**src/rtl/loader_pkg.sv**
```systemverilog
/*
 * Loader vocabulary
 * Download kinds, erase modes, machine model and RAM size, plus the
 * address and data types shared by every write channel
 */

package loader_pkg;

	// SDRAM byte address and byte data
	typedef logic [24:0] mem_addr_t;
	typedef logic [7:0]  mem_data_t;

	// Download kinds as sent by the host
	typedef enum logic [7:0] {
		IDX_P500    = 8'd1,
		IDX_B6X0    = 8'd2,
		IDX_B7X0    = 8'd3,
		IDX_EXT2000 = 8'd4,
		IDX_EXT4000 = 8'd5,
		IDX_EXT6000 = 8'd6,
		IDX_PRG     = 8'd9
	} dl_index_e;

	typedef enum logic [1:0] {
		ERASE_NONE,
		ERASE_SEG15,
		ERASE_ALL
	} erase_mode_e;

	// Professional (P500) or Business (B series)
	typedef enum logic {
		MODEL_P,
		MODEL_B
	} model_e;

	typedef enum logic [1:0] {
		RAM_128K,
		RAM_256K,
		RAM_896K
	} ram_size_e;

endpackage

```
**src/rtl/cbm2_map_pkg.sv**
```systemverilog
/*
 * CBM-II memory map
 * SDRAM placement of the system and external ROMs, RAM bank bases,
 * erase regions and the BASIC pointer locations in the system page
 */

package cbm2_map_pkg;

	// ==========================================================================
	// ROM targets
	// ==========================================================================
	localparam loader_pkg::mem_addr_t ROM_B6X0_BASE = 25'h100_0000;
	localparam loader_pkg::mem_addr_t ROM_B7X0_BASE = 25'h101_0000;
	localparam loader_pkg::mem_addr_t ROM_P500_BASE = 25'h102_0000;
	localparam loader_pkg::mem_addr_t EXT_ROM_BASE0 = 25'h103_2000;
	localparam loader_pkg::mem_addr_t EXT_ROM_BASE1 = 25'h103_4000;
	localparam loader_pkg::mem_addr_t EXT_ROM_BASE2 = 25'h103_6000;

	localparam logic [16:0] SYS_ROM_LEN = 17'hB000;
	localparam logic [16:0] EXT_ROM_LEN = 17'h2000;

	// Character generator lives in the $Axxx block of B series ROMs
	localparam logic [3:0] CHRGEN_NIBBLE = 4'hA;

	// ==========================================================================
	// RAM and erase regions
	// ==========================================================================
	localparam loader_pkg::mem_addr_t SEG15_BASE    = 25'h0F_0000;
	localparam loader_pkg::mem_addr_t SEG15_LOW_END = 25'h0F_0FFF;
	localparam loader_pkg::mem_addr_t VIDRAM_BASE   = 25'h0F_D000;
	localparam loader_pkg::mem_addr_t ERASE_LAST    = 25'h0F_D7FF;

	localparam loader_pkg::mem_addr_t RAM_BASE_P = 25'h00_0000;
	localparam loader_pkg::mem_addr_t RAM_BASE_B = 25'h01_0000;

	// Indexed by {ram size bit 0, model}
	localparam loader_pkg::mem_addr_t RAM_END [4] = '{
		25'h01_FFFF,   // 128K P
		25'h02_FFFF,   // 128K B
		25'h03_FFFF,   // 256K P
		25'h04_FFFF    // 256K B
	};

	// ==========================================================================
	// BASIC pointers in the system page
	// ==========================================================================
	localparam logic [7:0] TXTTAB_LO   = 8'h2D;
	localparam logic [7:0] TXTTAB_HI   = 8'h2E;
	localparam logic [7:0] TXTEND_LO   = 8'h2F;
	localparam logic [7:0] TXTEND_HI   = 8'h30;
	localparam logic [7:0] TXTPTR_LO   = 8'h96;
	localparam logic [7:0] TXTPTR_HI   = 8'h97;
	localparam logic [7:0] TXTPTR_BANK = 8'h98;
	localparam logic [7:0] BUFFPT_LO   = 8'h99;
	localparam logic [7:0] BUFFPT_HI   = 8'h9A;
	localparam logic [7:0] BUFFPT_BANK = 8'h9B;

	// Load address used when the PRG header is ignored
	localparam logic [15:0] PRG_DEFAULT_START = 16'h0003;

endpackage

```
**src/rtl/mem_wr_if.sv**
```systemverilog
/*
 * Byte write channel
 * One address/data write request with a valid/ready handshake
 */

`timescale 1ns/10ps

interface mem_wr_if;

	logic                  valid;
	logic                  ready;
	loader_pkg::mem_addr_t addr;
	loader_pkg::mem_data_t data;

	// Write source side
	modport source (output valid, output addr, output data, input ready);

	// Arbiter side
	modport sink (input valid, input addr, input data, output ready);

endinterface

```
**src/rtl/basic_ptr_injector.sv**
```systemverilog
/*
 * BASIC pointer injector
 * After a PRG load, sets TXTTAB, TXTEND, TXTPTR and BUFFPT in the system
 * page the way a LOAD command leaves them
 */

`timescale 1ns/10ps

module basic_ptr_injector (
	input  logic               clk_sys,
	input  logic               arst_n_i,
	input  logic               prg_done_i,
	input  logic [15:0]        prg_start_i,
	input  logic [15:0]        prg_end_i,
	input  loader_pkg::model_e model_i,
	mem_wr_if.source           wr,
	output logic               freeze_o
);

	typedef enum logic {
		INJ_IDLE,
		INJ_WRITE
	} inj_state_e;

	inj_state_e            state_q;
	logic [3:0]            step_q;
	logic [15:0]           start_q;
	logic [15:0]           end_q;
	logic                  bank_q;
	logic [7:0]            ofs;
	loader_pkg::mem_data_t ptr_byte;

	// Pointer bytes in ascending offset order
	always_comb begin
		case (step_q)
			4'd0: {ofs, ptr_byte} = {cbm2_map_pkg::TXTTAB_LO, start_q[7:0]};
			4'd1: {ofs, ptr_byte} = {cbm2_map_pkg::TXTTAB_HI, start_q[15:8]};
			4'd2: {ofs, ptr_byte} = {cbm2_map_pkg::TXTEND_LO, end_q[7:0]};
			4'd3: {ofs, ptr_byte} = {cbm2_map_pkg::TXTEND_HI, end_q[15:8]};
			4'd4: {ofs, ptr_byte} = {cbm2_map_pkg::TXTPTR_LO, end_q[7:0]};
			4'd5: {ofs, ptr_byte} = {cbm2_map_pkg::TXTPTR_HI, end_q[15:8]};
			4'd6: {ofs, ptr_byte} = {cbm2_map_pkg::TXTPTR_BANK, 7'd0, bank_q};
			4'd7: {ofs, ptr_byte} = {cbm2_map_pkg::BUFFPT_LO, start_q[7:0]};
			4'd8: {ofs, ptr_byte} = {cbm2_map_pkg::BUFFPT_HI, start_q[15:8]};
			default: {ofs, ptr_byte} = {cbm2_map_pkg::BUFFPT_BANK, 7'd0, bank_q};
		endcase
	end

	assign wr.valid = state_q == INJ_WRITE;
	assign wr.addr  = cbm2_map_pkg::SEG15_BASE + loader_pkg::mem_addr_t'(ofs);
	assign wr.data  = ptr_byte;
	assign freeze_o = state_q == INJ_WRITE;

	always_ff @(posedge clk_sys or negedge arst_n_i) begin
		if (!arst_n_i) begin
			state_q <= INJ_IDLE;
			step_q  <= 4'd0;
		end else if (state_q == INJ_IDLE) begin
			if (prg_done_i) begin
				state_q <= INJ_WRITE;
				step_q  <= 4'd0;
			end
		end else if (wr.valid && wr.ready) begin
			// Ten bytes, last one is the BUFFPT bank
			if (step_q == 4'd9)
				state_q <= INJ_IDLE;
			else
				step_q <= step_q + 1'b1;
		end
	end

	// Snapshot of the load result
	always_ff @(posedge clk_sys) begin
		if (prg_done_i && state_q == INJ_IDLE) begin
			start_q <= prg_start_i;
			end_q   <= prg_end_i;
			bank_q  <= model_i == loader_pkg::MODEL_B;
		end
	end

endmodule

```
**src/rtl/cbm2_loader_top.sv**
```systemverilog
/*
 * CBM-II memory loading engine
 * ROM and PRG download, BASIC pointer injection and RAM erase sharing
 * one byte-wide memory write port
 */

`timescale 1ns/10ps

module cbm2_loader_top (
	input  logic                    clk_sys,
	input  logic                    arst_n_i,
	input  logic                    dl_active_i,
	input  logic                    dl_valid_i,
	output logic                    dl_ready_o,
	input  loader_pkg::dl_index_e   dl_index_i,
	input  loader_pkg::mem_addr_t   dl_offset_i,
	input  loader_pkg::mem_data_t   dl_data_i,
	input  logic                    erase_req_i,
	input  loader_pkg::erase_mode_e erase_mode_i,
	input  logic                    erase_cancel_i,
	input  loader_pkg::model_e      model_i,
	input  loader_pkg::ram_size_e   ram_size_i,
	input  logic                    prg_use_header_i,
	output logic                    mem_valid_o,
	input  logic                    mem_ready_i,
	output loader_pkg::mem_addr_t   mem_addr_o,
	output loader_pkg::mem_data_t   mem_data_o,
	output logic                    erasing_o,
	output logic                    freeze_o,
	output logic [2:0]              ext_rom_o,
	output logic                    chrgen_wr_o,
	output logic [13:0]             chrgen_addr_o,
	output loader_pkg::mem_data_t   chrgen_data_o
);

	mem_wr_if load_wr ();
	mem_wr_if erase_wr ();
	mem_wr_if inject_wr ();

	logic [15:0] prg_start;
	logic [15:0] prg_end;
	logic        prg_done;
	logic        inj_freeze;

	// CPU held during the PRG load, the hand-over cycle and the injection
	assign freeze_o = (dl_active_i && dl_index_i == loader_pkg::IDX_PRG) || prg_done
		|| inj_freeze;

	rom_loader u_loader (
		.clk_sys, .arst_n_i, .dl_active_i, .dl_valid_i, .dl_ready_o,
		.dl_index_i, .dl_offset_i, .dl_data_i, .model_i, .prg_use_header_i,
		.wr (load_wr),
		.ext_rom_o, .chrgen_wr_o, .chrgen_addr_o, .chrgen_data_o,
		.prg_start_o (prg_start),
		.prg_end_o   (prg_end),
		.prg_done_o  (prg_done)
	);

	ram_eraser u_eraser (
		.clk_sys, .arst_n_i, .erase_req_i, .erase_mode_i, .erase_cancel_i,
		.model_i, .ram_size_i,
		.wr (erase_wr),
		.erasing_o
	);

	basic_ptr_injector u_injector (
		.clk_sys, .arst_n_i,
		.prg_done_i  (prg_done),
		.prg_start_i (prg_start),
		.prg_end_i   (prg_end),
		.model_i,
		.wr          (inject_wr),
		.freeze_o    (inj_freeze)
	);

	mem_write_arbiter u_arbiter (
		.clk_sys, .arst_n_i,
		.erase_src  (erase_wr),
		.inject_src (inject_wr),
		.load_src   (load_wr),
		.mem_valid_o, .mem_ready_i, .mem_addr_o, .mem_data_o
	);

endmodule

```
**src/rtl/mem_write_arbiter.sv**
```systemverilog
/*
 * Memory write arbiter
 * Fixed priority eraser, injector, loader into a one-entry output
 * register facing the memory port
 */

`timescale 1ns/10ps

module mem_write_arbiter (
	input  logic                   clk_sys,
	input  logic                   arst_n_i,
	mem_wr_if.sink                 erase_src,
	mem_wr_if.sink                 inject_src,
	mem_wr_if.sink                 load_src,
	output logic                   mem_valid_o,
	input  logic                   mem_ready_i,
	output loader_pkg::mem_addr_t  mem_addr_o,
	output loader_pkg::mem_data_t  mem_data_o
);

	loader_pkg::mem_addr_t sel_addr;
	loader_pkg::mem_data_t sel_data;
	logic                  slot_free;
	logic                  take;

	// Register empty or emptying this cycle
	assign slot_free = !mem_valid_o || mem_ready_i;

	assign erase_src.ready  = slot_free;
	assign inject_src.ready = slot_free && !erase_src.valid;
	assign load_src.ready   = slot_free && !erase_src.valid && !inject_src.valid;

	assign take = slot_free && (erase_src.valid || inject_src.valid || load_src.valid);

	always_comb begin
		if (erase_src.valid) begin
			sel_addr = erase_src.addr;
			sel_data = erase_src.data;
		end else if (inject_src.valid) begin
			sel_addr = inject_src.addr;
			sel_data = inject_src.data;
		end else begin
			sel_addr = load_src.addr;
			sel_data = load_src.data;
		end
	end

	always_ff @(posedge clk_sys or negedge arst_n_i) begin
		if (!arst_n_i)
			mem_valid_o <= 1'b0;
		else if (take)
			mem_valid_o <= 1'b1;
		else if (mem_ready_i)
			mem_valid_o <= 1'b0;
	end

	always_ff @(posedge clk_sys) begin
		if (take) begin
			mem_addr_o <= sel_addr;
			mem_data_o <= sel_data;
		end
	end

	// A waiting write must not move
	a_mem_hold: assert property (@(posedge clk_sys) disable iff (!arst_n_i)
		mem_valid_o && !mem_ready_i |=> mem_valid_o && $stable(mem_addr_o)
			&& $stable(mem_data_o))
		else $error("mem_write_arbiter: write changed while stalled");

endmodule

```
**src/rtl/ram_eraser.sv**
```systemverilog
/*
 * RAM eraser
 * Fills RAM with the power-on pattern, either all banks plus segment 15
 * or only the low part of segment 15 and the video RAM
 */

`timescale 1ns/10ps

module ram_eraser (
	input  logic                    clk_sys,
	input  logic                    arst_n_i,
	input  logic                    erase_req_i,
	input  loader_pkg::erase_mode_e erase_mode_i,
	input  logic                    erase_cancel_i,
	input  loader_pkg::model_e      model_i,
	input  loader_pkg::ram_size_e   ram_size_i,
	mem_wr_if.source                wr,
	output logic                    erasing_o
);

	typedef enum logic [1:0] {
		IDLE,
		RAM,
		SEG15_LOW,
		VIDRAM
	} erase_state_e;

	erase_state_e          state_q;
	loader_pkg::mem_addr_t addr_q;
	logic                  wr_fire;
	logic                  ram_wrap;
	logic                  pat_bit;

	assign wr_fire  = wr.valid && wr.ready;
	// 896K fills everything below segment 15, so no jump there
	assign ram_wrap = ram_size_i != loader_pkg::RAM_896K
		&& addr_q == cbm2_map_pkg::RAM_END[{ram_size_i[0], model_i}];
	assign pat_bit  = addr_q[14] ^ addr_q[3] ^ addr_q[2];

	assign wr.valid  = state_q != IDLE;
	assign wr.addr   = addr_q;
	assign wr.data   = {8{pat_bit}};
	assign erasing_o = state_q != IDLE;

	always_ff @(posedge clk_sys or negedge arst_n_i) begin
		if (!arst_n_i) begin
			state_q <= IDLE;
			addr_q  <= '0;
		end else if (erase_cancel_i) begin
			state_q <= IDLE;
		end else begin
			case (state_q)
				IDLE: begin
					if (erase_req_i && erase_mode_i == loader_pkg::ERASE_ALL) begin
						state_q <= RAM;
						addr_q  <= (model_i == loader_pkg::MODEL_B) ? cbm2_map_pkg::RAM_BASE_B
							: cbm2_map_pkg::RAM_BASE_P;
					end else if (erase_req_i && erase_mode_i == loader_pkg::ERASE_SEG15) begin
						state_q <= SEG15_LOW;
						addr_q  <= cbm2_map_pkg::SEG15_BASE;
					end
				end
				// Bank RAM, then all of segment 15 up to the end of video RAM
				RAM: begin
					if (wr_fire) begin
						if (addr_q == cbm2_map_pkg::ERASE_LAST)
							state_q <= IDLE;
						else if (ram_wrap)
							addr_q <= cbm2_map_pkg::SEG15_BASE;
						else
							addr_q <= addr_q + 1'b1;
					end
				end
				SEG15_LOW: begin
					if (wr_fire) begin
						if (addr_q == cbm2_map_pkg::SEG15_LOW_END) begin
							state_q <= VIDRAM;
							addr_q  <= cbm2_map_pkg::VIDRAM_BASE;
						end else begin
							addr_q <= addr_q + 1'b1;
						end
					end
				end
				VIDRAM: begin
					if (wr_fire) begin
						if (addr_q == cbm2_map_pkg::ERASE_LAST)
							state_q <= IDLE;
						else
							addr_q <= addr_q + 1'b1;
					end
				end
				default: state_q <= IDLE;
			endcase
		end
	end

endmodule

```
**src/rtl/rom_loader.sv**
```systemverilog
/*
 * ROM and PRG loader
 * Turns the download stream into memory writes at the fixed ROM targets,
 * flags loaded external ROMs, feeds the character generator and parses
 * the PRG load address
 */

`timescale 1ns/10ps

module rom_loader (
	input  logic                  clk_sys,
	input  logic                  arst_n_i,
	input  logic                  dl_active_i,
	input  logic                  dl_valid_i,
	output logic                  dl_ready_o,
	input  loader_pkg::dl_index_e dl_index_i,
	input  loader_pkg::mem_addr_t dl_offset_i,
	input  loader_pkg::mem_data_t dl_data_i,
	input  loader_pkg::model_e    model_i,
	input  logic                  prg_use_header_i,
	mem_wr_if.source              wr,
	output logic [2:0]            ext_rom_o,
	output logic                  chrgen_wr_o,
	output logic [13:0]           chrgen_addr_o,
	output loader_pkg::mem_data_t chrgen_data_o,
	output logic [15:0]           prg_start_o,
	output logic [15:0]           prg_end_o,
	output logic                  prg_done_o
);

	loader_pkg::mem_addr_t rom_base;
	loader_pkg::mem_addr_t cur_addr;
	loader_pkg::mem_addr_t next_addr_q;
	loader_pkg::mem_data_t hdr_byte;
	logic [16:0]           rom_len;
	logic [2:0]            ext_sel;
	logic                  is_prg;
	logic                  is_chr;
	logic                  header;
	logic                  in_range;
	logic                  dl_fire;
	logic                  wr_fire;
	logic                  prg_active_q;

	// Target selection per file kind
	always_comb begin
		rom_base = '0;
		rom_len  = '0;
		ext_sel  = 3'b000;
		case (dl_index_i)
			loader_pkg::IDX_P500: begin
				rom_base = cbm2_map_pkg::ROM_P500_BASE;
				rom_len  = cbm2_map_pkg::SYS_ROM_LEN;
			end
			loader_pkg::IDX_B6X0: begin
				rom_base = cbm2_map_pkg::ROM_B6X0_BASE;
				rom_len  = cbm2_map_pkg::SYS_ROM_LEN;
			end
			loader_pkg::IDX_B7X0: begin
				rom_base = cbm2_map_pkg::ROM_B7X0_BASE;
				rom_len  = cbm2_map_pkg::SYS_ROM_LEN;
			end
			loader_pkg::IDX_EXT2000: begin
				rom_base = cbm2_map_pkg::EXT_ROM_BASE0;
				rom_len  = cbm2_map_pkg::EXT_ROM_LEN;
				ext_sel  = 3'b001;
			end
			loader_pkg::IDX_EXT4000: begin
				rom_base = cbm2_map_pkg::EXT_ROM_BASE1;
				rom_len  = cbm2_map_pkg::EXT_ROM_LEN;
				ext_sel  = 3'b010;
			end
			loader_pkg::IDX_EXT6000: begin
				rom_base = cbm2_map_pkg::EXT_ROM_BASE2;
				rom_len  = cbm2_map_pkg::EXT_ROM_LEN;
				ext_sel  = 3'b100;
			end
			// PRG data goes to bank 1 on B models
			loader_pkg::IDX_PRG: rom_base = {8'd0, model_i == loader_pkg::MODEL_B, prg_start_o};
			default: ;
		endcase
	end

	assign is_prg   = dl_index_i == loader_pkg::IDX_PRG;
	assign header   = is_prg && dl_offset_i < 25'd2;
	assign in_range = is_prg ? !header : dl_offset_i < {8'd0, rom_len};
	assign is_chr   = (dl_index_i == loader_pkg::IDX_B6X0 || dl_index_i == loader_pkg::IDX_B7X0)
		&& dl_offset_i[15:12] == cbm2_map_pkg::CHRGEN_NIBBLE;

	// First data byte takes the base, later bytes follow on
	assign cur_addr = (dl_offset_i == (is_prg ? 25'd2 : 25'd0)) ? rom_base : next_addr_q;

	assign wr.valid   = dl_active_i && dl_valid_i && in_range;
	assign wr.addr    = cur_addr;
	assign wr.data    = dl_data_i;
	// Header and dropped bytes are swallowed without a write
	assign dl_ready_o = dl_active_i && (in_range ? wr.ready : 1'b1);
	assign dl_fire    = dl_valid_i && dl_ready_o;
	assign wr_fire    = wr.valid && wr.ready;
	assign prg_done_o = prg_active_q && !dl_active_i;

	assign hdr_byte = prg_use_header_i ? dl_data_i
		: (dl_offset_i[0] ? cbm2_map_pkg::PRG_DEFAULT_START[15:8]
			: cbm2_map_pkg::PRG_DEFAULT_START[7:0]);

	always_ff @(posedge clk_sys or negedge arst_n_i) begin
		if (!arst_n_i) begin
			ext_rom_o    <= 3'b000;
			chrgen_wr_o  <= 1'b0;
			prg_active_q <= 1'b0;
		end else begin
			chrgen_wr_o <= wr_fire && is_chr;
			if (dl_fire)
				ext_rom_o <= ext_rom_o | ext_sel;
			if (dl_active_i && is_prg)
				prg_active_q <= 1'b1;
			else if (!dl_active_i)
				prg_active_q <= 1'b0;
		end
	end

	always_ff @(posedge clk_sys) begin
		if (wr_fire) begin
			next_addr_q   <= cur_addr + 1'b1;
			chrgen_addr_o <= {cur_addr[16], cur_addr[12:0]};
			chrgen_data_o <= dl_data_i;
		end
		// Start low byte at offset 0, high byte at offset 1
		if (dl_fire && header) begin
			if (dl_offset_i[0]) begin
				prg_start_o[15:8] <= hdr_byte;
				prg_end_o[15:8]   <= hdr_byte;
			end else begin
				prg_start_o[7:0] <= hdr_byte;
				prg_end_o[7:0]   <= hdr_byte;
			end
		end else if (wr_fire && is_prg) begin
			prg_end_o <= prg_end_o + 1'b1;
		end
	end

	// The running address never leaves the window that the offset filter allows
	a_rom_window: assert property (@(posedge clk_sys) disable iff (!arst_n_i)
		wr.valid && !is_prg |-> wr.addr >= rom_base && wr.addr - rom_base < {8'd0, rom_len})
		else $error("rom_loader: write to %h outside ROM window", wr.addr);

endmodule

```
**config.mk**
```make
export PLATFORM = sky130hd
export DESIGN_NAME = cbm2_loader_top
export DESIGN_NICKNAME = d
export VERILOG_FILES = /design/src/rtl/loader_pkg.sv /design/src/rtl/cbm2_map_pkg.sv /design/src/rtl/mem_wr_if.sv /design/src/rtl/basic_ptr_injector.sv /design/src/rtl/cbm2_loader_top.sv /design/src/rtl/mem_write_arbiter.sv /design/src/rtl/ram_eraser.sv /design/src/rtl/rom_loader.sv
export SDC_FILE = /design/constraint.sdc
export NUM_CORES = 1
export LEC_CHECK = 0
export ABC_AREA = 1
export BUFFER_PORTS_ARGS = -buffer_cell sky130_fd_sc_hd__buf_2
export CORE_ASPECT_RATIO = 0.6
export CORE_MARGIN = 4
export CORE_UTILIZATION = 32
export DETAILED_ROUTE_END_ITERATION = 10
export GPL_TIMING_DRIVEN = 0
export PLACE_DENSITY_LB_ADDON = 0.12
export SLEW_MARGIN = 15
export SYNTH_ARGS = -nofsm -noshare
export SYNTH_HDL_FRONTEND = slang
export SYNTH_HIERARCHICAL = 1
export SYNTH_SLANG_ARGS = --single-unit
export TNS_END_PERCENT = 50
```
**constraint.sdc**
```tcl
create_clock -name clk_sys -period 4.3 [get_ports clk_sys]
set_input_delay 0.215 -clock clk_sys [delete_from_list [all_inputs] [get_ports clk_sys]]
set_output_delay 0.215 -clock clk_sys [all_outputs]
set_load 0.05 [all_outputs]
```
# After elaboration in Yosys (flattened, before gate mapping)
# Index checks and enable logic that the tools add are counted.
[totals]
reg_bits = 183
input_bits = 54
word_cells = 183
output_inout_bits = 63
[op_classes]
n_reduce_logical = 52
muxes = 53
n_eq_ne = 43
bitwise = 7
n_addsub = 5
n_lt_le_gt_ge = 3
[ops]
columns = ["op", "n"]
rows = [
  ["$mux W25", 14],
  ["$pmux W25 S7", 1],
  ["$pmux W25 S4", 1],
  ["$pmux W8 S9", 1],
  ["$add A25 B1 Y25 const B", 2],
  ["$bmux W25 S2", 1],
  ["$eq A25 B20 Y1 const B", 2],
  ["$eq A25 B25 Y1", 2],
  ["$mux W8", 5],
  ["$mux W16", 2],
  ["$pmux W16 S2", 1],
  ["$pmux W8 S4", 1],
  ["$lt A25 B16 Y1", 1],
  ["$lt A25 B2 Y1 const B", 1],
  ["$eq A8 B3 Y1 const B", 3],
  ["$add A20 B8 Y21 const A", 1],
  ["$logic_and A1 B1 Y1", 21],
  ["$mux W2", 9],
  ["$mux W17", 1],
  ["$add A16 B1 Y16 const B", 1],
  ["$eq A4 B3 Y1 const B", 4],
  ["$eq A8 B2 Y1 const B", 2],
  ["$mux W4", 4],
  ["$ne A2 B2 Y1 const B", 7],
  ["31 further kinds", 75],
]

# Longest topological paths before layout
# Gate-level depths: netlist (run 1).
[depth]
word_depth = 11
depth_mapped = 19
depth_no_buf = 18

# Modules after synthesis
# Netlist (run 1), hierarchy kept.
[modules_own_cells]
columns = ["module", "area_per_inst_um2", "seq_area_each_um2", "instances", "cells_per_inst"]
rows = [
  ["rom_loader", 5078.6, 2497.4, 1, 594],
  ["mem_write_arbiter", 2197.1, 1016.0, 1, 289],
  ["ram_eraser", 2145.8, 675.6, 1, 329],
  ["basic_ptr_injector", 1828.0, 1116.1, 1, 174],
  ["cbm2_loader_top", 46.3, 0.0, 1, 12],
]

# Worst setup path before layout (run 1)
# Ideal clock, no wire load.
[synth_timing]
path_type = "input -> register"
start = "input dl_index_i[7]"
end = "register u_arbiter.mem_addr_o[0], enable pin"
path_buffers = 0
arrival_time_ns = 3.324
setup_time_ns = 0.434
path_slack_ns = 0.542
cell_stages = 16
required_time_ns = 3.866
cell_sequence = "nor2_2 -> nand2_2 -> inv_4 -> nand2_1 -> a21oi_2 -> inv_1 -> ha_1 -> inv_1 -> nor3_1 -> nor3_1 -> nand3_1 -> nand2_1 -> inv_1 -> nor3_1 -> nor2_1 -> a21oi_1"
[synth_via]
elab_chain_cells = 8
word_cells_on_any_way = 17
cone_classes = "order compare: 1; eq/ne: 7; mux: 2; reduce/logical: 7"
[synth_lines]
columns = ["element", "line_no", "rtl"]
rows = [
  ["start: declaration", "cbm2_loader_top.sv:15", "input loader_pkg::dl_index_e dl_index_i,"],
  ["$eq A8 B3 Y1 (tied with other cells)", "rom_loader.sv:50", "case (dl_index_i)"],
  ["$reduce_or A3 Y1 (no line)", "--", ""],
  ["$pmux W16 S2", "rom_loader.sv:50", ""],
  ["$lt A25 B16 Y1", "rom_loader.sv:86", "assign in_range = is_prg ? !header : dl_offset_i < {8'd0, rom_len};"],
  ["$mux W1 (*)", "rom_loader.sv:86", ""],
  ["$logic_and A1 B1 Y1 (*)", "rom_loader.sv:93", "assign wr.valid = dl_active_i && dl_valid_i && in_range;"],
  ["named net load_wr.valid", "mem_wr_if.sv:10", "logic valid;"],
  ["$logic_or A1 B1 Y1 (*)", "mem_write_arbiter.sv:33", "assign take = slot_free && (erase_src.valid || inject_src.valid || load_src.valid);"],
  ["$logic_and A1 B1 Y1 (*)", "mem_write_arbiter.sv:33", ""],
  ["named net u_arbiter.take", "mem_write_arbiter.sv:24", "logic take;"],
  ["end signal: assignment", "mem_write_arbiter.sv:59", "mem_addr_o <= sel_addr;"],
  ["end: declaration", "mem_write_arbiter.sv:17", "output loader_pkg::mem_addr_t mem_addr_o,"],
]
# Mark *: on every way through the listed nets, which the timed path passes. The rest lies on a longest branch.
# A chain may end at the register's enable or synchronous reset.

# Worst setup path in the final report (run 1)
[layout_timing]
start = "register u_eraser.state_q[1]"
end = "register u_loader.prg_end_o[3], enable pin"
[layout_via]
word_cells_on_any_way = 13
cone_classes = "eq/ne: 1; mux: 1; reduce/logical: 11"
[layout_rtl]
columns = ["element", "line_no", "rtl"]
rows = [
  ["start: declaration", "ram_eraser.sv:28", "erase_state_e state_q;"],
  ["start signal: assignment", "ram_eraser.sv:47", "state_q <= IDLE;"],
  ["start signal: assignment", "ram_eraser.sv:50", "state_q <= IDLE;"],
  ["start signal: assignment", "ram_eraser.sv:55", "state_q <= RAM;"],
  ["$reduce_bool A2 Y1", "ram_eraser.sv:40", "assign wr.valid = state_q != IDLE;"],
  ["named net erase_wr.valid", "mem_wr_if.sv:10", ""],
  ["$logic_not A1 Y1", "mem_write_arbiter.sv:31", "assign load_src.ready = slot_free && !erase_src.valid && !inject_src.valid;"],
  ["$logic_and A1 B1 Y1 (2 in a row)", "mem_write_arbiter.sv:31", ""],
  ["named net load_wr.ready", "mem_wr_if.sv:11", "logic ready;"],
  ["$logic_and A1 B1 Y1", "rom_loader.sv:99", "assign wr_fire = wr.valid && wr.ready;"],
  ["named net u_loader.wr_fire", "rom_loader.sv:42", "logic wr_fire;"],
  ["$logic_and A1 B1 Y1", "rom_loader.sv:137", "end else if (wr_fire && is_prg) begin"],
  ["$reduce_bool A2 Y1 (no line)", "--", ""],
  ["$reduce_and A2 Y1 (no line)", "--", ""],
  ["end signal: assignment", "rom_loader.sv:135", "prg_end_o[7:0] <= hdr_byte;"],
  ["end signal: assignment", "rom_loader.sv:138", "prg_end_o <= prg_end_o + 1'b1;"],
  ["end: declaration", "rom_loader.sv:27", "output logic [15:0] prg_end_o,"],
]
# The timed path passes the listed nets, and every way through them passes these cells.

==> out/results.md, run 1 <==
| Quantity | This run |
| --- | --- |
| Total number of nets in the final design | 1,619 |
| Top cell type by total area after synthesis | sky130_fd_sc_hd__edfxtp_1 |
| Dpl ws | 394 ps |
| Cell-by-cell trace of the critical path | buf_2 > nor2_4 > clkinv_1 > buf_4 > buf_6 > nor3_1 > nand3_1 > inv_2 > buf_12 > nand2_1 > nand2_1 |
| Type of the worst setup path | flip-flop to flip-flop |
| Core footprint | 34,200 um2 |
| Number of warnings reported in the yosys synthesis log | 6 |
| Synthesized flop and latch total | 183 |
| Worst clock skew on the final layout | 9.22 ps |
| Post-synth ARST share | 20.8% |
| Unrepaired setup endpoints after global routing | no |
| CTS tree | done |
| Fraction of layout instances using a drive strength above 1 | 22.2% |
| Adder-Cell Fraction of Synth Area | 1.22% |
| Count of endpoints failing hold in the final timing report | 0 |
| Highest Clock Rate | 257 MHz |
| GRT Overall Usage | 18.8% |
| Area Growth Syn to Fin | 16.9% |
| Data required time of the worst path | 4390 ps |
| Highest cell delay on the worst timing path | 460 ps |
| Share of the clock period used by the worst path | 90.5% |
| Total of hold buffers inserted after clock tree synthesis | 1 |
| Post-synthesis sequential area ratio | 47.0% |
| Detailed-routing iteration count for the pre-antenna-repair pass | 5 |
| Mean routed wirelength per cell | 17.7 um |
| Post-DP HPWL | 28.8 mm |
| Residual overflow from global routing | 0 |
| Leakage dissipation | 6.21 nW |
| Area of all placed cells without fillers | 13,200 um2 |
| Cell total after placement | 1,991 |
| Xor/xnor share of the synthesized area | 3.26% |
| Number of global-route vias before repair | 8,908 |
| Relative slew margins | 49.5% |
| Final Total Pwr | 6.42 mW |
| Total vias in the final route | 9,424 |
| Placement row count | 52 |
| Non-filler cells, final | 2,026 |
| Initial antenna violation count | 0 |
| Transition time of the tightest slew-check pin | 756 ps |
| Complex-gate fraction of the synthesized area | 1.81% |
| Postcts setup bufs | 0 |
| Final max-slew violation count | 0 |
| Instance area at placement | 12,600 um2 |
| Drt first-iter violations | 1,060 |
| Crit start category | flip-flop |
| First-pass GRT wire length | 54.5 mm |
| Family of cells with the greatest summed delay on the critical path | buffers and inverters |
| Area of the die | 38,500 um2 |
| Routed Antenna Nets | 0 |
| Largest family of logic cells by synthesized area | simple AND/OR/NAND/NOR gates |
| Ratio of total power to cell area | 486 nW/um2 |
| Cell with the most instances on the worst path | sky130_fd_sc_hd__nand2_1 |
| Die Span X | 251 um |
| CTS Sinks | 183 |
| Number of levels in the clock H-tree | 4 |
| Routing usage on met1 | 32.3% |
| Peak supply drop | 458 uV |
| Largest net degree at the start of global routing | 39 |
| Effective utilization at floorplan | 33.0% |
| Critical Path Sink Type | flip-flop |
| Number of inserted diodes | 0 |
| Most Crowded Layer GR | met1 |
| Wire length reported by the detailed router | 35.9 mm |
| Post-detailed-route via-to-cell ratio | 4.65 |
| Distinct cell type count after synthesis | 46 |
| Post-Syn Area | 11,300 um2 |
| Critical path peak fanout | 31 |
| Clock latency on the worst-skew pair | 450 ps |
| Synth Area in Simple Gates | 35.3% |
| Grt met3 use | 4.36% |
| Setup slack of the critical path after layout | 410 ps |
| Clock transition at the registers of the reported paths | 70 ps |
| Data arrival time of the critical path | 3980 ps |
| Number of instances in the synthesized netlist | 1,398 |
| Weighted congestion reported at the end of routability-driven placement | 0.950 |
| Core occupancy in the finished layout | 38.6% |
| Top cell type's share of synthesized area | 38.5% |
| Top area cells in the synthesized netlist | sky130_fd_sc_hd__edfxtp_1 39%, sky130_fd_sc_hd__nand2_1 16%, sky130_fd_sc_hd__dfrtp_1 8.4% |
| Multiplexer area fraction after synthesis | 0% |
| Hold WS | 20.8 ps |
| Buffer type at the clock tree root | sky130_fd_sc_hd__clkbuf_16 |
| Number of enable-type register cells in the synthesized netlist | 145 |
| Number of CTS-inserted buffers | 17 |
| Top-count cell post-synth | sky130_fd_sc_hd__nand2_1 |
| Mean area per synthesized cell | 8.08 um2 |
| Crit-path slowest cell | sky130_fd_sc_hd__clkinv_1 |
| Met2 usage in global routing | 23.4% |
| Drt drc | 0 |
| Total negative slack for setup checks | 0 ps |
| Final setup viols | 0 |
| Buffering stage count on the worst path with inverters included | 6 |
| Ys flop type | sky130_fd_sc_hd__edfxtp_1 |
| Outcome | complete, no violations |
| Count of port buffers added during placement | 115 |
| CTS resizes | 0 |
| Max Cap Violations | 0 |
| Final critical-path required period | 3890 ps |
| Number of top-level pins | 117 |
| Leading cell types by count after synthesis | 468 x sky130_fd_sc_hd__nand2_1, 174 x sky130_fd_sc_hd__inv_1, 145 x sky130_fd_sc_hd__edfxtp_1 |
| Min-delay worst type | input port to flip-flop |
| Die height | 154 um |
| Number of buffers between clock root and the deepest sink | 2 |
## final timing paths
kind                       slack (ps)  depth (start not counted)                    start                        end
max                               410                         11      u_eraser/state_q[1]      u_loader/prg_end_o[3]
min                                20                          1             dl_data_i[6]  u_loader/chrgen_data_o[6]
max in group asynchronous        3490                          2                 arst_n_i       u_eraser/wr.addr[18]
min in group asynchronous         350                          2                 arst_n_i        u_injector/freeze_o
max reg2reg                       410                         11      u_eraser/state_q[1]      u_loader/prg_end_o[3]
min reg2reg                       460                          0  u_loader/prg_start_o[5]      u_injector/start_q[5]
## where the power goes
part,internal [mW],leakage [nW],switching [mW]
registers,2.17,1.82,0.112
clock network,0.841,0.289,0.739
logic,0.696,4.10,1.86
total,3.71,6.21,2.71
## final cells by class
| type | instances | area, um2 |
|---|---|---|
| inverters | 189 | 722 |
| plain buffers | 68 | 559 |
| multi-input cells | 974 | 4790 |
| fillers | 3569 | 21000 |
| flip-flops and latches | 183 | 5310 |
| clock buffers | 20 | 457 |
| clock inverters | 12 | 116 |
| repair buffers | 121 | 683 |
| well taps | 459 | 574 |
## kinds of logic after synthesis
family	count (synthesis)
fa+ha+maj	11
flops	183
xor+xnor	42
other cells	2
compound gates	33
simple gates	870
buf+inv	257
## layout by cell type, fill, tap and decap left out, types with 4 or more instances in the layout
cell type	count
sky130_fd_sc_hd__buf_12	5
sky130_fd_sc_hd__clkinv_2	4
sky130_fd_sc_hd__dfrtp_1	38
sky130_fd_sc_hd__o21ai_0	13
sky130_fd_sc_hd__xor2_1	35
sky130_fd_sc_hd__o21bai_1	5
sky130_fd_sc_hd__nand3_2	6
sky130_fd_sc_hd__nand3_1	116
sky130_fd_sc_hd__xnor2_1	7
sky130_fd_sc_hd__nor2_1	121
sky130_fd_sc_hd__clkbuf_16	17
sky130_fd_sc_hd__inv_2	11
sky130_fd_sc_hd__buf_2	121
sky130_fd_sc_hd__buf_4	44
sky130_fd_sc_hd__inv_6	4
sky130_fd_sc_hd__inv_1	173
sky130_fd_sc_hd__clkbuf_1	4
sky130_fd_sc_hd__buf_6	9
sky130_fd_sc_hd__ha_1	11
sky130_fd_sc_hd__nand3b_1	8
sky130_fd_sc_hd__nand2_4	9
sky130_fd_sc_hd__conb_1	18
sky130_fd_sc_hd__nand2_1	468
sky130_fd_sc_hd__nand4_1	27
sky130_fd_sc_hd__nor3_1	11
sky130_fd_sc_hd__nand2_2	64
sky130_fd_sc_hd__nor2_2	19
sky130_fd_sc_hd__edfxtp_1	145
sky130_fd_sc_hd__nor2_4	11
## layer usage
metal,share of wire [%],wire (um),vias up
met1,58,20800,4442
met4,0.55,197,0
met2,36,12800,279
met5,0,0,-
li1,-,-,4688
met3,6.1,2180,15
## flip-flops by register name (all words and copies together) (netlist names), 2 cells and up
name and cells:
u_loader/ext_rom_o 3, u_eraser/wr.addr 25, u_injector/end_q 16, u_injector/step_q 4
u_loader/chrgen_data_o 8, u_loader/chrgen_addr_o 14, u_loader/next_addr_q 25, u_eraser/state_q 2
u_loader/prg_end_o 16, u_injector/start_q 16, u_arbiter/mem_data_o 8, u_loader/prg_start_o 16
u_arbiter/mem_addr_o 25
Power figures use the tool's default switching activity.
==> inputs of run 2 (changes only) <==
--- a/config.mk
+++ b/config.mk
@@ -5,7 +5,6 @@
 export SDC_FILE = /design/constraint.sdc
 export NUM_CORES = 1
 export LEC_CHECK = 0
-export ABC_AREA = 1
 export BUFFER_PORTS_ARGS = -buffer_cell sky130_fd_sc_hd__buf_2
 export CORE_ASPECT_RATIO = 0.6
 export CORE_MARGIN = 4
==> out/results.md, run 2 <==
| Quantity | This run |
| --- | --- |
| Crit-path slowest cell | sky130_fd_sc_hd__nor4b_2 |
| Detailed-routing iteration count for the pre-antenna-repair pass | 6 |
| Final max-slew violation count | 0 |
| CTS resizes | 0 |
| Crit start category | input port |
| CTS Sinks | 183 |
| Number of CTS-inserted buffers | 17 |
| Number of global-route vias before repair | 7,546 |
| Total vias in the final route | 8,082 |
| Die height | 147 um |
| Part of the power in combinational logic | 28.9% |
| Post-synth ARST share | 20.8% |
| Share of the clock period used by the worst path | 88.2% |
| Sequential share of power | 40.3% |
| Post-detailed-route via-to-cell ratio | 5.29 |
| First-pass GRT wire length | 49.0 mm |
| Critical Path Sink Type | flip-flop |
| Largest net degree at the start of global routing | 39 |
| Mean routed wirelength per cell | 21.5 um |
| Non-filler cells, final | 1,528 |
| Number of levels in the clock H-tree | 4 |
| Number of top-level pins | 117 |
| Postcts setup bufs | 0 |
| Final setup viols | 0 |
| Min-delay worst type | input port to flip-flop |
| Leading cell types in the layout, fill and taps excluded | 145 x sky130_fd_sc_hd__edfxtp_1, 134 x sky130_fd_sc_hd__buf_2, 100 x sky130_fd_sc_hd__nand2_1 |
| Cell-by-cell trace of the critical path | buf_2 > clkbuf_1 > and4bb_2 > nand3_1 > nand4_4 > buf_6 > clkbuf_1 > a22oi_1 > inv_1 > ha_1 > o21ai_1 > nor4b_2 > nor4b_1 > xor2_1 |
| Post-DP HPWL | 25.1 mm |
| Type of the worst setup path | input port to flip-flop |
| Clock transition at the registers of the reported paths | 80 ps |
| Area of all placed cells without fillers | 12,300 um2 |
| Area Growth Syn to Fin | 18.3% |
| Number of warnings reported in the yosys synthesis log | 6 |
| Post-synthesis sequential area ratio | 51.1% |
| Ratio of total power to cell area | 433 nW/um2 |
| Residual overflow from global routing | 0 |
| Total number of nets in the final design | 1,163 |
| NetSw | 1.95 mW |
| Distinct cell type count after synthesis | 95 |
| Buffer type at the clock tree root | sky130_fd_sc_hd__clkbuf_16 |
| Top-count cell post-synth | sky130_fd_sc_hd__edfxtp_1 |
| Post-Syn Area | 10,400 um2 |
| Relative contribution of the clock network to total power | 30.8% |
| Core footprint | 31,500 um2 |
| Internal Dissipation | 3.36 mW |
| Hold WS | 11.1 ps |
| Placement row count | 50 |
| Most frequent standard cell in the layout excluding fill and tap cells | sky130_fd_sc_hd__edfxtp_1 |
| Top area cells in the synthesized netlist | sky130_fd_sc_hd__edfxtp_1 42%, sky130_fd_sc_hd__dfrtp_1 9.2%, sky130_fd_sc_hd__mux2i_1 3.8% |
| Worst clock skew on the final layout | 23.1 ps |
| GRT Overall Usage | 18.6% |
| Total of hold buffers inserted after clock tree synthesis | 8 |
| Synthesized flop and latch total | 183 |
| Data arrival time of the critical path | 3990 ps |
| Number of enable-type register cells in the synthesized netlist | 145 |
| Mean area per synthesized cell | 11.1 um2 |
| Unrepaired setup endpoints after global routing | no |
| Critical path peak fanout | 10 |
| Buffering stage count on the worst path with inverters included | 5 |
| Peak supply drop | 267 uV |
| Final critical-path required period | 3790 ps |
| Max Cap Violations | 0 |
| Leading cell types by count after synthesis | 145 x sky130_fd_sc_hd__edfxtp_1, 100 x sky130_fd_sc_hd__nand2_1, 46 x sky130_fd_sc_hd__nor2_1 |
| Routed Antenna Nets | 0 |
| Final Total Pwr | 5.32 mW |
| Filler cell count in the final layout | 3,121 |
| Proportion of total power due to net switching | 36.7% |
| Data required time of the worst path | 4490 ps |
| Instance area at placement | 11,600 um2 |
| Ys flop type | sky130_fd_sc_hd__edfxtp_1 |
| Area of the die | 35,500 um2 |
| Fraction of layout instances using a drive strength above 1 | 24.0% |
| Weighted congestion reported at the end of routability-driven placement | 0.889 |
| Drt drc | 0 |
| Number of instances in the synthesized netlist | 938 |
| Count of port buffers added during placement | 115 |
| Cell with the most instances on the worst path | sky130_fd_sc_hd__clkbuf_1 |
| Effective utilization at floorplan | 32.9% |
| Count of endpoints failing hold in the final timing report | 0 |
| Highest Clock Rate | 264 MHz |
| Top cell type's share of synthesized area | 42.0% |
| Drt first-iter violations | 822 |
| Transition time of the tightest slew-check pin | 899 ps |
| CTS tree | done |
| Relative slew margins | 39.7% |
| Leakage dissipation | 4.63 nW |
| Outcome | complete, no violations |
| Wire length reported by the detailed router | 32.9 mm |
| Number of buffers between clock root and the deepest sink | 2 |
| Die Span X | 240 um |
| Cell total after placement | 1,487 |
| Initial antenna violation count | 0 |
| Family of cells with the greatest summed delay on the critical path | simple AND/OR/NAND/NOR gates |
| Clock latency on the worst-skew pair | 470 ps |
| Highest cell delay on the worst timing path | 740 ps |
| Top cell type by total area after synthesis | sky130_fd_sc_hd__edfxtp_1 |
[run 2: stage by stage]
| step | setup TNS [ps] | setup slack [ps] | util, % |
|---|---|---|---|
| 3_3_place_gp | -97420 | -1620 | 36.6 |
| 6_report | 0 | 506 | 38.9 |
| 2_1_floorplan | 0 | 159 | - |
| 5_1_grt | 0 | 126 | 38.9 |
| 3_5_place_dp | 0 | 75.0 | 36.7 |
| 4_1_cts | 0 | 565 | 38.9 |
[run 2: power groups by stage]
stage	Combinational [mW]	Sequential [mW]	Clock [mW]
2_1_floorplan	0.812	2.43	0
3_3_place_gp	1.49	2.19	0
3_5_place_dp	1.52	2.18	0
4_1_cts	1.53	2.15	1.68
5_1_grt	1.67	2.16	1.75
6_report	1.53	2.14	1.64
[run 2: path summary, 6_finish.rpt]
check / start / endpoint / slack, ps / depth (start not counted)
worst min-delay path: dl_data_i[3] / u_loader/chrgen_data_o[3] / 10 / 1
min in group asynchronous: arst_n_i / u_eraser/wr.addr[4] / 300 / 2
worst min register to register: u_loader/ext_rom_o[0] / u_loader/ext_rom_o[0] / 480 / 1
worst max-delay path: dl_index_i[2] / u_loader/next_addr_q[16] / 510 / 14
max in group asynchronous: arst_n_i / u_eraser/wr.addr[12] / 3540 / 2
worst max register to register: u_eraser/state_q[0] / u_loader/prg_end_o[7] / 590 / 10
[run 2: cell families after synthesis]
group	count (synthesis)	synth area share, %
fa+ha+maj	11	1.33
flops	183	51.1
compound gates	217	14.7
xor+xnor	42	3.55
other cells	2	0.0724
buf+inv	108	6.51
mux	42	4.20
simple gates	333	18.5
[run 2: per-layer routing]
metal	up-vias	routed length, um	track usage [%]	share of wire, %
met3	20	2640	4.46	8.0
li1	3810	-	-	-
met1	3955	17200	30.6	52
met4	0	324	4.32	0.99
met5	-	0	0	0
met2	297	12700	23.8	39
[run 2: final cells by class]
| type | instances | area, um2 | area share, % |
|---|---|---|---|
| repair buffers | 125 | 698 | 5.69 |
| inverters | 22 | 82.6 | 0.673 |
| diodes | 1 | 2.50 | 0.0204 |
| clock buffers | 17 | 425 | 3.47 |
| clock inverters | 15 | 179 | 1.46 |
| multi-input cells | 663 | 4460 | 36.4 |
| plain buffers | 86 | 593 | 4.83 |
| flip-flops and latches | 183 | 5310 | 43.2 |
| well taps | 416 | 520 | 4.24 |
==> inputs of run 3 (changes only) <==
--- a/config.mk
+++ b/config.mk
@@ -7,7 +7,6 @@
 export LEC_CHECK = 0
 export BUFFER_PORTS_ARGS = -buffer_cell sky130_fd_sc_hd__buf_2
 export CORE_ASPECT_RATIO = 0.6
-export CORE_MARGIN = 4
 export CORE_UTILIZATION = 32
 export DETAILED_ROUTE_END_ITERATION = 10
 export GPL_TIMING_DRIVEN = 0
==> out/results.md, run 3 (synthesis gave the netlist of run 2 again) <==
| Quantity | This run |
| --- | --- |
| First-pass GRT wire length | 47.7 mm |
| Total vias in the final route | 8,106 |
| Filler cell count in the final layout | 3,131 |
| Number of global-route vias before repair | 7,443 |
| Final critical-path required period | 3810 ps |
| Die height | 141 um |
| Critical path peak fanout | 10 |
| Fraction of layout instances using a drive strength above 1 | 23.9% |
| Count of port buffers added during placement | 115 |
| Count of endpoints failing hold in the final timing report | 0 |
| CTS Sinks | 183 |
| Data required time of the worst path | 4500 ps |
| Leading cell types in the layout, fill and taps excluded | 145 x sky130_fd_sc_hd__edfxtp_1, 134 x sky130_fd_sc_hd__buf_2, 100 x sky130_fd_sc_hd__nand2_1 |
| Setup slack of the critical path after layout | 495 ps |
| Ratio of total power to cell area | 428 nW/um2 |
| CTS tree | done |
| Relative slew margins | 39.2% |
| Number of CTS-inserted buffers | 17 |
| Leakage dissipation | 4.62 nW |
| Residual overflow from global routing | 0 |
| Routed Antenna Nets | 0 |
| Core footprint | 31,500 um2 |
| Clock transition at the registers of the reported paths | 70 ps |
| Non-filler cells, final | 1,530 |
| Weighted congestion reported at the end of routability-driven placement | 0.875 |
| Peak supply drop | 262 uV |
| Number of top-level pins | 117 |
| Unrepaired setup endpoints after global routing | no |
| Area Growth Syn to Fin | 18.4% |
| Crit start category | input port |
| Min-delay worst type | input port to flip-flop |
| Die Span X | 234 um |
| Post-DP HPWL | 24.4 mm |
| Type of the worst setup path | input port to flip-flop |
| Wire length reported by the detailed router | 32.1 mm |
| Placement row count | 50 |
| Transition time of the tightest slew-check pin | 909 ps |
| Number of buffers between clock root and the deepest sink | 2 |
| Total number of nets in the final design | 1,166 |
| Max Cap Violations | 0 |
| Detailed-routing iteration count for the pre-antenna-repair pass | 6 |
| GRT Overall Usage | 19.8% |
| Most frequent standard cell in the layout excluding fill and tap cells | sky130_fd_sc_hd__edfxtp_1 |
| Effective utilization at floorplan | 32.9% |
| Mean routed wirelength per cell | 21.0 um |
| Final setup viols | 0 |
| Highest Clock Rate | 263 MHz |
| Initial antenna violation count | 1 |
| Dpl ws | 59.3 ps |
| Buffer type at the clock tree root | sky130_fd_sc_hd__clkbuf_16 |
| Number of inserted diodes | 0 |
| Worst clock skew on the final layout | 9.95 ps |
| Area of the die | 33,200 um2 |
| Share of the clock period used by the worst path | 88.5% |
| Critical Path Sink Type | flip-flop |
| Worst-case register-to-register setup slack | 570 ps |
| Outcome | complete, no violations |
| Drt drc | 0 |
| Cell total after placement | 1,487 |
| CTS resizes | 0 |
| Data arrival time of the critical path | 4000 ps |
| Post-detailed-route via-to-cell ratio | 5.30 |
| Largest net degree at the start of global routing | 42 |
| Clock latency on the worst-skew pair | 460 ps |
| Drt first-iter violations | 738 |
| Number of levels in the clock H-tree | 4 |
| Final max-slew violation count | 0 |
-- run 3: path summary, 6_finish.rpt --
check,start,end,cells past startpoint
setup / recovery,dl_index_i[2],u_loader/next_addr_q[16],13
min in group asynchronous,arst_n_i,u_injector/step_q[2],2
hold / removal,dl_offset_i[14],u_loader/chrgen_wr_o,3
hold reg to reg,u_loader/ext_rom_o[0],u_loader/ext_rom_o[0],1
setup reg to reg,u_eraser/state_q[0],u_loader/prg_end_o[2],11
max in group asynchronous,arst_n_i,u_eraser/wr.addr[12],2
-- run 3: final cells by class --
cell class,count,area [um2],share of cell area (%)
tap,416,520,4.24
clock buffer,19,433,3.53
timing repair buffer,128,743,6.05
clock inverter,13,138,1.12
inverter,22,82.6,0.673
buffer,86,593,4.83
multi-input combinational,663,4460,36.4
sequential,183,5310,43.2
-- run 3: per-stage QoR --
stage               power, mW  hold slack, ps  area [um2]  TNS, ps  util, %
floorplan                3.24           -80.6       10400        0        -
global placement         3.67             435       11500   -99500     36.6
detailed placement       3.69             437       11600        0     36.8
CTS                      5.29            77.4       12300        0     38.9
global route             5.50             109       12300        0     38.9
finish                   5.25             108       12300        0     38.9
-- run 3: worst max-delay path, cell delays in order --
cell and delay, ps:
sky130_fd_sc_hd__buf_2 110, sky130_fd_sc_hd__clkbuf_1 190, sky130_fd_sc_hd__and4bb_2 390, sky130_fd_sc_hd__nand3_1 260
sky130_fd_sc_hd__nand4_4 250, sky130_fd_sc_hd__buf_6 180, sky130_fd_sc_hd__clkbuf_1 450, sky130_fd_sc_hd__a22o_1 360
sky130_fd_sc_hd__ha_1 270, sky130_fd_sc_hd__o21ai_1 120, sky130_fd_sc_hd__nor4b_2 700, sky130_fd_sc_hd__nor4b_1 380
sky130_fd_sc_hd__xor2_1 130
-- run 3: layer usage --
metal | vias up | GRT usage, % | part of all wire [%]
li1 | 3817 | - | -
met1 | 3966 | 32.1 | 53
met2 | 295 | 25.1 | 39
met3 | 28 | 4.82 | 7.3
met4 | 0 | 5.64 | 1.3
met5 | - | 0 | 0
-- run 3: power by group --
group	internal, mW	total (mW)	switching, mW
registers	2.06	2.15	0.0929
logic	0.479	1.51	1.04
clock network	0.818	1.59	0.769
-- run 3: repair_timing --
item / in CTS / in global routing
hold endpoints to repair: 17 / 0
buffers inserted: 0 / 0
hold buffers: 11 / 0
